### src/hw/regReadPkg.sv
// ~~~~~~~~~~~~~~~~~~~~~~~~~~~~~~~~~~~~~~~~
// sizes and packet types of the register-read stage.
// one 32-bit data slice, no SRAM split.
// the opaque payload carries the issue fields that pass through untouched.
// ~~~~~~~~~~~~~~~~~~~~~~~~~~~~~~~~~~~~~~~~

`default_nettype none

package regReadPkg;

  localparam int ISSUE_WIDTH     = 4;
  localparam int READ_PORTS      = 2 * ISSUE_WIDTH;  // two sources per lane.
  localparam int PHYS_REGS       = 64;
  localparam int PHYS_TAG_W      = $clog2(PHYS_REGS);
  localparam int ARCH_REGS       = 32;
  localparam int CHECKPOINTS     = 4;
  localparam int CHECKPOINTS_LOG = $clog2(CHECKPOINTS);
  localparam int DATA_W          = 32;
  localparam int PAYLOAD_W       = 16;

  // architectural mapping after reset or exception.
  localparam logic [PHYS_REGS-1:0] ARCH_READY =
    {{(PHYS_REGS - ARCH_REGS){1'b0}}, {ARCH_REGS{1'b1}}};

  typedef logic [PHYS_TAG_W-1:0]      physTagT;
  typedef logic [DATA_W-1:0]          dataT;
  typedef logic [CHECKPOINTS-1:0]     ckptMaskT;
  typedef logic [CHECKPOINTS_LOG-1:0] ckptIdT;
  typedef logic [ISSUE_WIDTH-1:0]     laneMaskT;
  typedef logic [PAYLOAD_W-1:0]       payloadT;

  // issued instruction, cut down to what this stage looks at.
  typedef struct packed {
    ckptMaskT branchMask;
    physTagT  src1;
    physTagT  src2;
    payloadT  payload;
  } issuePktT;

  // issue packet with both operands attached.
  typedef struct packed {
    issuePktT issue;
    dataT     data1;
    dataT     data2;
  } readPktT;

  // writeback result; valid travels beside it.
  typedef struct packed {
    physTagT dest;
    dataT    data;
  } bypassPktT;

  // unmap and wakeup tags.
  typedef struct packed {
    logic    valid;
    physTagT tag;
  } tagStrobeT;

endpackage

`default_nettype wire
### src/hw/regReadLane.sv
// ~~~~~~~~~~~~~~~~~~~~~~~~~~~~~~~~~~~~~~~~
// one issue lane, fully combinational.
// squash needs an already verified mispredict.
// ~~~~~~~~~~~~~~~~~~~~~~~~~~~~~~~~~~~~~~~~

`timescale 1ns/1ps
`default_nettype none

module regReadLane
  import regReadPkg::*;
(
  input  issuePktT                           pkt_i,
  input  wire                                valid_i,
  input  dataT                               fileData1_i,
  input  dataT                               fileData2_i,
  input  laneMaskT                           bypassValid_i,
  input  bypassPktT [ISSUE_WIDTH-1:0]        bypass_i,
  input  wire                                mispredict_i,
  input  ckptIdT                             mispredictId_i,
  output readPktT                            pkt_o,
  output logic                               valid_o
);

  dataT opData1;
  dataT opData2;
  logic squash;

  operandBypass u_src1 (
    .srcTag_i      (pkt_i.src1),
    .fileData_i    (fileData1_i),
    .bypassValid_i (bypassValid_i),
    .bypass_i      (bypass_i),
    .data_o        (opData1)
  );

  operandBypass u_src2 (
    .srcTag_i      (pkt_i.src2),
    .fileData_i    (fileData2_i),
    .bypassValid_i (bypassValid_i),
    .bypass_i      (bypass_i),
    .data_o        (opData2)
  );

  // instruction sits behind the mispredicted branch.
  assign squash  = mispredict_i && pkt_i.branchMask[mispredictId_i];
  assign valid_o = valid_i && !squash;

  always_comb begin
    pkt_o.issue = pkt_i;  // payload passes unchanged.
    pkt_o.data1 = opData1;
    pkt_o.data2 = opData2;
  end

endmodule

`default_nettype wire

### src/hw/operandBypass.sv
// ~~~~~~~~~~~~~~~~~~~~~~~~~~~~~~~~~~~~~~~~
// one source operand: bypass lane or file read.
// more than one matching lane is illegal;
// the lowest-numbered match is taken then.
// ~~~~~~~~~~~~~~~~~~~~~~~~~~~~~~~~~~~~~~~~

`timescale 1ns/1ps
`default_nettype none

module operandBypass
  import regReadPkg::*;
(
  input  physTagT                            srcTag_i,
  input  dataT                               fileData_i,
  input  laneMaskT                           bypassValid_i,
  input  bypassPktT [ISSUE_WIDTH-1:0]        bypass_i,
  output dataT                               data_o
);

  laneMaskT match;

  // tag equality and lane valid.
  always_comb begin
    for (int l = 0; l < ISSUE_WIDTH; l++) begin
      match[l] = bypassValid_i[l] && (bypass_i[l].dest == srcTag_i);
    end
  end

  // walk down so lane 0 has the last word.
  always_comb begin
    data_o = fileData_i;
    for (int l = ISSUE_WIDTH - 1; l >= 0; l--) begin
      if (match[l]) begin
        data_o = bypass_i[l].data;
      end
    end
  end

endmodule

`default_nettype wire

### config.mk
export PLATFORM = sky130hd
export DESIGN_NAME = regReadLane
export DESIGN_NICKNAME = d
export VERILOG_FILES = /design/src/hw/regReadPkg.sv /design/src/hw/regReadLane.sv /design/src/hw/operandBypass.sv
export SDC_FILE = /design/constraint.sdc
export NUM_CORES = 1
export LEC_CHECK = 0
export BUFFER_PORTS_ARGS = -buffer_cell sky130_fd_sc_hd__buf_2
export CAP_MARGIN = 20
export CORE_AREA = 2 2 139 141
export DETAILED_ROUTE_END_ITERATION = 7
export DIE_AREA = 0 0 141 143
export PLACE_DENSITY = 0.59
export SLEW_MARGIN = 20
export SYNTH_ARGS = -nofsm -noshare
export SYNTH_HDL_FRONTEND = slang
export SYNTH_SLANG_ARGS = --single-unit
### constraint.sdc
create_clock -name vclk -period 2.2
set_clock_uncertainty 0.05 [all_clocks]
set_input_delay 0.44 -clock vclk [all_inputs]
set_output_delay 0.44 -clock vclk [all_outputs]
set_load 0.02 [all_outputs]
==> flow_metrics.tcl, run 1 <==
set metrics [dict create \
    gp_congestion 0.873 \
    crit_path_cell_trace "buf_12, xor2_4, nor3_4, nor4b_4, buf_6, buf_12, buf_6, a311oi_2, o311ai_2, buf_4" \
    start_util 0.206 \
    grt_overflow_total 0 \
    drive_gt1_frac 0.753 \
    avgSynthCellArea_sq_um 6.82 \
    fin_nets 1165 \
    wl_per_cell_um 24.1 \
    final.min_clock_period_ps 2680 \
    yosysWarnings 0 \
    power.total_mw 1.76 \
    fin_util 0.523 \
    fp.coreArea_sq_um 18600 \
    regArea_sq_um 0 \
    worstMarginPinSlew_ps 398 \
    hold_class "in -> out" \
    critPathMaxStageDelay_ps 340 \
    cp_num_buf_inv 5 \
    drt-initial-drc-count 374 \
    synth_adder_area_share 0 \
    slowest_stage "o311ai_2" \
    min_period_over_period 1.22 \
    synth_mux_area_frac 0.00587 \
    syn_to_final_growth_pct 153 \
    grt_usage 0.250 \
    max-vdd-ir-drop_mv 0.115 \
    synth_top_family_by_area "compound AO/OA/AOI/OAI gates" \
    grt_antenna_before_repair 2 \
    dr_total_vias 6284 \
    arrival_ps 2190 \
    drv_slew 0 \
    cp_data_required_time_ps 1710 \
    port_buffers 321 \
    cp_top_family "buffers and inverters" \
    slew_headroom 0.735 \
    crit_type "in -> out" \
    die_w_um 141 \
    synth.top_cell.area_share 0.102 \
    routed_wl_um 27500 \
    worstHoldPathCells 0 \
    outcome "finished, violations left" \
    syn_area_sq_um 3830 \
    synth_nets 818 \
    worst-path-max-fanout 4 \
    grt_start_max_net_pins 34 \
    critPathCaptureType "output port" \
    firstDrtPassIters 5 \
    synth_cell_types 38 \
    rows 50 \
    io_pins 353 \
    leakage_nw 3.76 \
    die_area_sq_um 20200 \
    die_h_um 143 \
    violations "negative setup slack" \
    drc 0 \
    synth_compound_area_frac 0.422 \
    seq_cells 0 \
    synthCells 562 \
    synth-simple-area-share 0.282 \
    dp_hpwl_um 18900 \
    grt_pass1_vias 6550 \
    fmax_mhz 373 \
    rsz0062_at_grt "true" \
    ant_nets 0 \
    power.density_nw_per_um2 181 \
    holdBufCountCts 0 \
    synthXorXnorAreaFrac 0.110 \
    cap_violations 0 \
    setup_viol 64 \
    ys_seq_area_frac 0 \
    viasPerCell 5.50 \
    setup.worst_path.start_class "primary input" \
    nClkBuffers 0 \
    grt_first_pass_wirelength_um 38800 \
    synth.area.top_cells "o31ai_1 (10%), a31oi_1 (10%), a221oi_1 (10%), nor3_1 (8.7%), a221oi_2 (7.0%)" \
    setup_ws_ps -483 \
    synth_top_cell_by_area "o31ai_1" \
    path_depth 10 \
    finalHoldViolations 0 \
]
## cell usage in the layout (no fill, tap or decap), types with 4 or more instances in the layout
cell type  count
nor3_1        61
buf_12        42
a31oi_1       16
o31ai_2        7
buf_8          5
a221oi_2      19
nor4_4         4
nor2_2        12
a221oi_4      43
buf_2        235
buf_16         6
xor2_1        10
a31oi_2       34
xnor2_2        9
a31oi_4       12
buf_4         54
nor3_2         7
or2_4          4
nor2_1        52
xnor2_1        8
xor2_2        12
xor2_4         8
inv_1         32
and2_1        31
o31ai_4       55
buf_6         95
## power breakdown
group | switching (mW) | total (mW) | internal (mW)
clock network | 0 | 0.000000122 | 0.000000122
registers | 0 | 0 | 0
logic | 0.874 | 1.76 | 0.882
## repair_timing
action / 4_1_cts / 5_1_grt
endpoints found under the setup margin: 64 / 64
pin swaps: 58 / 62
gates resized for setup: 318 / 133
gates cloned: 9 / 2
buffers inserted: 30 / 18
## worst paths after layout
kind | startpoint | end | slack (ps)
setup / recovery | pkt_i[24] | pkt_o[62] | -480
hold / removal | pkt_i[1] | pkt_o[65] | 830
## area by class of cell
class,instances,area (sq um)
repair buffers,439,3780
well taps,234,293
fillers,1572,8870
multi-input cells,436,5510
diodes,2,5.00
inverters,32,120
## kinds of logic after synthesis
logic type / after synthesis
compound gates: 193
xor+xnor: 48
buf+inv: 127
mux: 1
simple gates: 193
## cells in the mapped netlist
cell type	instances
nor3_1	67
nor2_1	64
a31oi_1	62
o31ai_1	52
a221oi_1	44
clkbuf_1	37
buf_4	35
and2_1	32
inv_1	32
xor2_1	30
a221oi_2	18
xnor2_1	18
buf_2	13
o31ai_2	10
buf_6	8
nand2_1	5
or2_1	4
a21boi_0	2
and4b_1	2
nand3_2	2
nand4_1	2
nand4_2	2
nor3_2	2
nor4_2	2
nor4_4	2
nor4b_2	2
nor4b_4	2
a21boi_1	1
a221o_1	1
a311o_1	1
a311oi_1	1
and2_4	1
and3_1	1
clkbuf_2	1
clkbuf_4	1
mux4_2	1
nand3_1	1
o311ai_1	1
## per-stage QoR
step / std cells / hold WS, ps / cell area [sq um] / setup TNS, ps / setup WS, ps
after floorplan: 562 / 943 / 4580 / -3560 / -116
after global placement: 1104 / 830 / 6770 / -28790 / -557
after detailed placement: 1104 / 830 / 6770 / -29810 / -570
after CTS: 1137 / 830 / 8830 / -23570 / -468
after global routing: 1141 / 830 / 9710 / -27970 / -537
final: 1143 / 830 / 9710 / -24960 / -483
## per-layer routing
metal | vias to the layer above | track usage | part of all wire | wire, um
li1 | 2822 | - | - | -
met1 | 3088 | 0.325 | 0.42 | 11600
met2 | 316 | 0.444 | 0.50 | 13600
met3 | 58 | 0.0322 | 0.058 | 1600
met4 | 0 | 0.0558 | 0.025 | 702
met5 | - | 0 | 0 | 0
No activity file was read; power rests on OpenSTA's default activity.
==> inputs of run 2 (changes only) <==
Settings changed: CORE_AREA 2 2 139 141 to 2 2 136 138, DIE_AREA 0 0 141 143 to 0 0 138 140, PLACE_DENSITY 0.59 to 0.63, SYNTH_HIERARCHICAL set to 1.
==> flow_metrics.tcl, run 2 <==
set metrics [dict create \
    crit_type "in -> out" \
    synth.area.top_cells "a211oi_2 (17%), a31oi_1 (9.2%), and3_1 (9.2%), o31ai_1 (8.7%), nor3_1 (7.4%)" \
    seq_cells 0 \
    drc 0 \
    io_pins 353 \
    final_cell_mix "buf_2 (243), buf_6 (71), nor2_1 (64), inv_1 (64), buf_4 (60)" \
    slowest_stage "or2_2" \
    drv_slew 0 \
    wl_per_cell_um 23.1 \
    grt_first_pass_wirelength_um 36600 \
    wl_met3_um 1880 \
    viasPerCell 5.59 \
    synth_commonest_cells "a31oi_1 (64), and3_1 (64), inv_1 (64), nor2_1 (64), nor3_1 (64)" \
    synth.top_cell.area_share 0.173 \
    critPathMaxStageDelay_ps 380 \
    ant_nets 0 \
    cp_num_buf_inv 3 \
    rsz0062_at_grt "true" \
    port_buffers 321 \
    holdBufCountCts 0 \
    final.min_clock_period_ps 2570 \
    synthCells 623 \
    die_area_sq_um 19300 \
    setup.worst_path.start_class "primary input" \
    drt-initial-drc-count 422 \
    power.density_nw_per_um2 177 \
    worst-path-max-fanout 18 \
    setup_ws_ps -373 \
    finalNonFillerCells 1172 \
    final.setup.tns_ps -20000 \
    outcome "finished, violations left" \
    fmax_mhz 389 \
    avgSynthCellArea_sq_um 6.96 \
    slew_headroom 0.744 \
    dpl_cell_area_sq_um 6550 \
    place_inst 1143 \
    gp_congestion 0.896 \
    critPathCaptureType "output port" \
    place_ws_ps -410 \
    leakage_nw 3.99 \
    start_util 0.244 \
    grt_pass1_vias 6437 \
    arrival_ps 2080 \
    grt_start_max_net_pins 22 \
    grt_usage 0.236 \
    max-vdd-ir-drop_mv 0.108 \
    syn_to_final_growth_pct 111 \
    regArea_sq_um 0 \
    yosysWarnings 6 \
    grt_overflow_total 0 \
    hold_class "in -> out" \
    dr.max_layer_used "met4" \
    fin_nets 1200 \
    layout_commonest_cell "buf_2" \
    dp_hpwl_um 18800 \
    grt_antenna_before_repair 1 \
    cp_data_required_time_ps 1710 \
    dr_total_vias 6557 \
    worstMarginPinSlew_ps 382 \
    cp_top_family "simple AND/OR/NAND/NOR gates" \
    fp.coreArea_sq_um 17800 \
    syn_area_sq_um 4340 \
    final_area_sq_um 9140 \
    ys_seq_area_frac 0 \
    min_period_over_period 1.17 \
    violations "negative setup slack" \
    crit_path_cell_trace "buf_4, xnor2_2, nand3_2, or2_2, buf_12, a31oi_1, o31ai_2, buf_4" \
    die_h_um 140 \
    synth_top_cell_by_area "a211oi_2" \
    routed_wl_um 27100 \
    nClkBuffers 0 \
    cpMostUsedCell "buf_4" \
    die_w_um 138 \
    synth_cell_types 32 \
    firstDrtPassIters 5 \
    rows 49 \
    setup_viol 64 \
    synth_nets 879 \
    cap_violations 0 \
    drive_gt1_frac 0.722 \
    finalHoldViolations 0 \
    dr_wl_met2_um 13900 \
    m1WireLength_um 10400 \
]
-- run 2: changes by cell type after synthesis, moves of 5 or more --
cell,delta
a211oi_2,+60
a221oi_1,-44
a221oi_2,-18
and2_1,-32
and3_1,+63
buf_4,+5
buf_6,+8
clkbuf_1,-13
inv_1,+32
xnor2_1,+12
xor2_1,-12
-- run 2: final cells by class --
| type | instances | area, sq um |
|---|---|---|
| antenna | 1 | 2.50 |
| fill | 1608 | 8640 |
| multi-input combinational | 463 | 5330 |
| timing repair buffer | 415 | 3280 |
| tap | 229 | 287 |
| inverter | 64 | 240 |
-- run 2: timing repair --
action,CTS,global route
cloned,5,5
setup endpoints to repair,64,64
resized for setup,215,193
setup buffers,13,12
hold endpoints to repair,0,0
pin swaps,54,45
-- run 2: cell families after synthesis --
kind of cell              count (synthesis)  synth area share
AOI/OAI and AO/OA                       195             0.407
xor gates and xnor gates                 48            0.0970
and+or+nand+nor                         218             0.280
buffers and inverters                   160             0.211
muxes                                     2           0.00462
-- run 2: per-layer routing --
layer	GRT usage	vias to the layer above
met5	0	-
met4	0.0693	0
met3	0.0274	95
met2	0.436	426
met1	0.287	3141
li1	-	2895
-- run 2: metrics by stage --
step                power [mW]  hold slack, ps  utilization
floorplan                0.661             943            -
global placement          1.17             830        0.368
detailed placement        1.17             830        0.368
CTS                       1.42             830        0.446
global route              1.69             830        0.514
finish                    1.62             830        0.514
-- run 2: path summary, 6_finish.rpt --
check	depth (start not counted)	slack, ps	startpoint	end
max	8	-370	pkt_i[23]	pkt_o[40]
min	0	830	pkt_i[0]	pkt_o[64]
-- run 2: report_power, final --
part	switching [mW]	internal, mW	total (mW)
Clock	0	0.0000000608	0.0000000608
Sequential	0	0	0
Combinational	0.824	0.793	1.62
==> inputs of run 3 (changes only) <==
Settings changed: PLACE_DENSITY 0.63 to 0.53.
==> flow_metrics.tcl, run 3 (synthesis results as in run 2) <==
set metrics [dict create \
    outcome "finished, violations left" \
    violations "negative setup slack" \
    finalNonFillerCells 1163 \
    arrival_ps 1990 \
    grt_first_pass_wirelength_um 37700 \
    drive_gt1_frac 0.696 \
    worst-path-max-fanout 6 \
    grt_pass1_vias 6359 \
    drt-initial-drc-count 529 \
    critPathCaptureType "output port" \
    fin_util 0.505 \
    grt_usage 0.246 \
    viasPerCell 5.44 \
    routed_wl_um 26900 \
    fp.coreArea_sq_um 17800 \
    grt_overflow_total 0 \
    grt_start_max_net_pins 23 \
    holdBufCountCts 0 \
    grt_antenna_before_repair 2 \
    die_area_sq_um 19300 \
    regArea_sq_um 0 \
    rsz0062_at_grt "true" \
    crit_type "in -> out" \
    dpl_cell_area_sq_um 6540 \
    place_inst 1133 \
    start_util 0.244 \
    wl_per_cell_um 23.1 \
    min_to "pkt_o[67]" \
    cap_violations 0 \
    leakage_nw 3.93 \
    setup_ws_ps -283 \
    final_area_sq_um 8980 \
    whs_ps 830 \
    fin_nets 1190 \
    syn_to_final_growth_pct 107 \
    slew_headroom 0.747 \
    dr_total_vias 6324 \
    firstDrtPassIters 5 \
    gp_congestion 0.937 \
    seq_cells 0 \
    cp_data_required_time_ps 1710 \
    io_pins 353 \
    rows 49 \
    final.min_clock_period_ps 2480 \
    finalHoldViolations 0 \
    layout_commonest_cell "buf_2" \
    die_w_um 138 \
    die_h_um 140 \
    place_ws_ps -505 \
    final.setup.tns_ps -14970 \
    setup_viol 64 \
    power.density_nw_per_um2 180 \
    final_cell_mix "buf_2 (239), buf_6 (69), inv_1 (64)" \
    setup.worst_path.start_class "primary input" \
    hold_class "in -> out" \
    min_period_over_period 1.13 \
    worstHoldPathCells 0 \
    worstHoldStart "pkt_i[3]" \
    dp_hpwl_um 19000 \
    power.total_mw 1.61 \
    ant_nets 0 \
    fmax_mhz 403 \
    worstMarginPinSlew_ps 376 \
    fill_cells 1676 \
    drc 0 \
    max-vdd-ir-drop_mv 0.105 \
    drv_slew 0 \
    nClkBuffers 0 \
    port_buffers 321 \
]
## run 3: layout make-up
class / count / area [sq um] / area share
Antenna cell: 2 / 5.00 / 0.000557
Tap cell: 229 / 287 / 0.0319
Multi-Input combinational cell: 463 / 5020 / 0.559
Inverter: 64 / 240 / 0.0268
Timing Repair Buffer: 405 / 3430 / 0.382
## run 3: how the worst max path moves through the flow
stage | from | to | slack [ps]
detailed placement | pkt_i[20] | pkt_o[31] | -510
global route | bypass_i[70] | pkt_o[19] | -330
floorplan | pkt_i[21] | pkt_o[31] | 10
finish | bypass_i[151] | pkt_o[57] | -280
CTS | bypass_i[70] | pkt_o[23] | -300
global placement | pkt_i[27] | pkt_o[63] | -510
## run 3: worst max-delay path, stage by stage
cell and delay [ps]:
buf_8 110, xnor2_4 150, and4_4 370, buf_6 160, clkbuf_16 140, and3_1 170
a211oi_2 50, o31ai_2 220, buf_4 180
## run 3: report_power, final
part | total [mW] | internal, mW | switching [mW]
sequential | 0 | 0 | 0
clock | 0.000000122 | 0.000000122 | 0
combinational | 1.61 | 0.805 | 0.807
## run 3: timing repair
item,CTS,global route
cloned,11,4
resized for setup,272,113
pin swaps,60,43
setup endpoints to repair,64,64
setup buffers,13,5
## run 3: routing by layer
metal / global-route usage / vias to the layer above / wire [um]
li1: - / 2881 / -
met1: 0.333 / 3020 / 11200
met2: 0.423 / 379 / 13300
met3: 0.0328 / 44 / 1930
met4: 0.0424 / 0 / 417
met5: 0 / - / 0
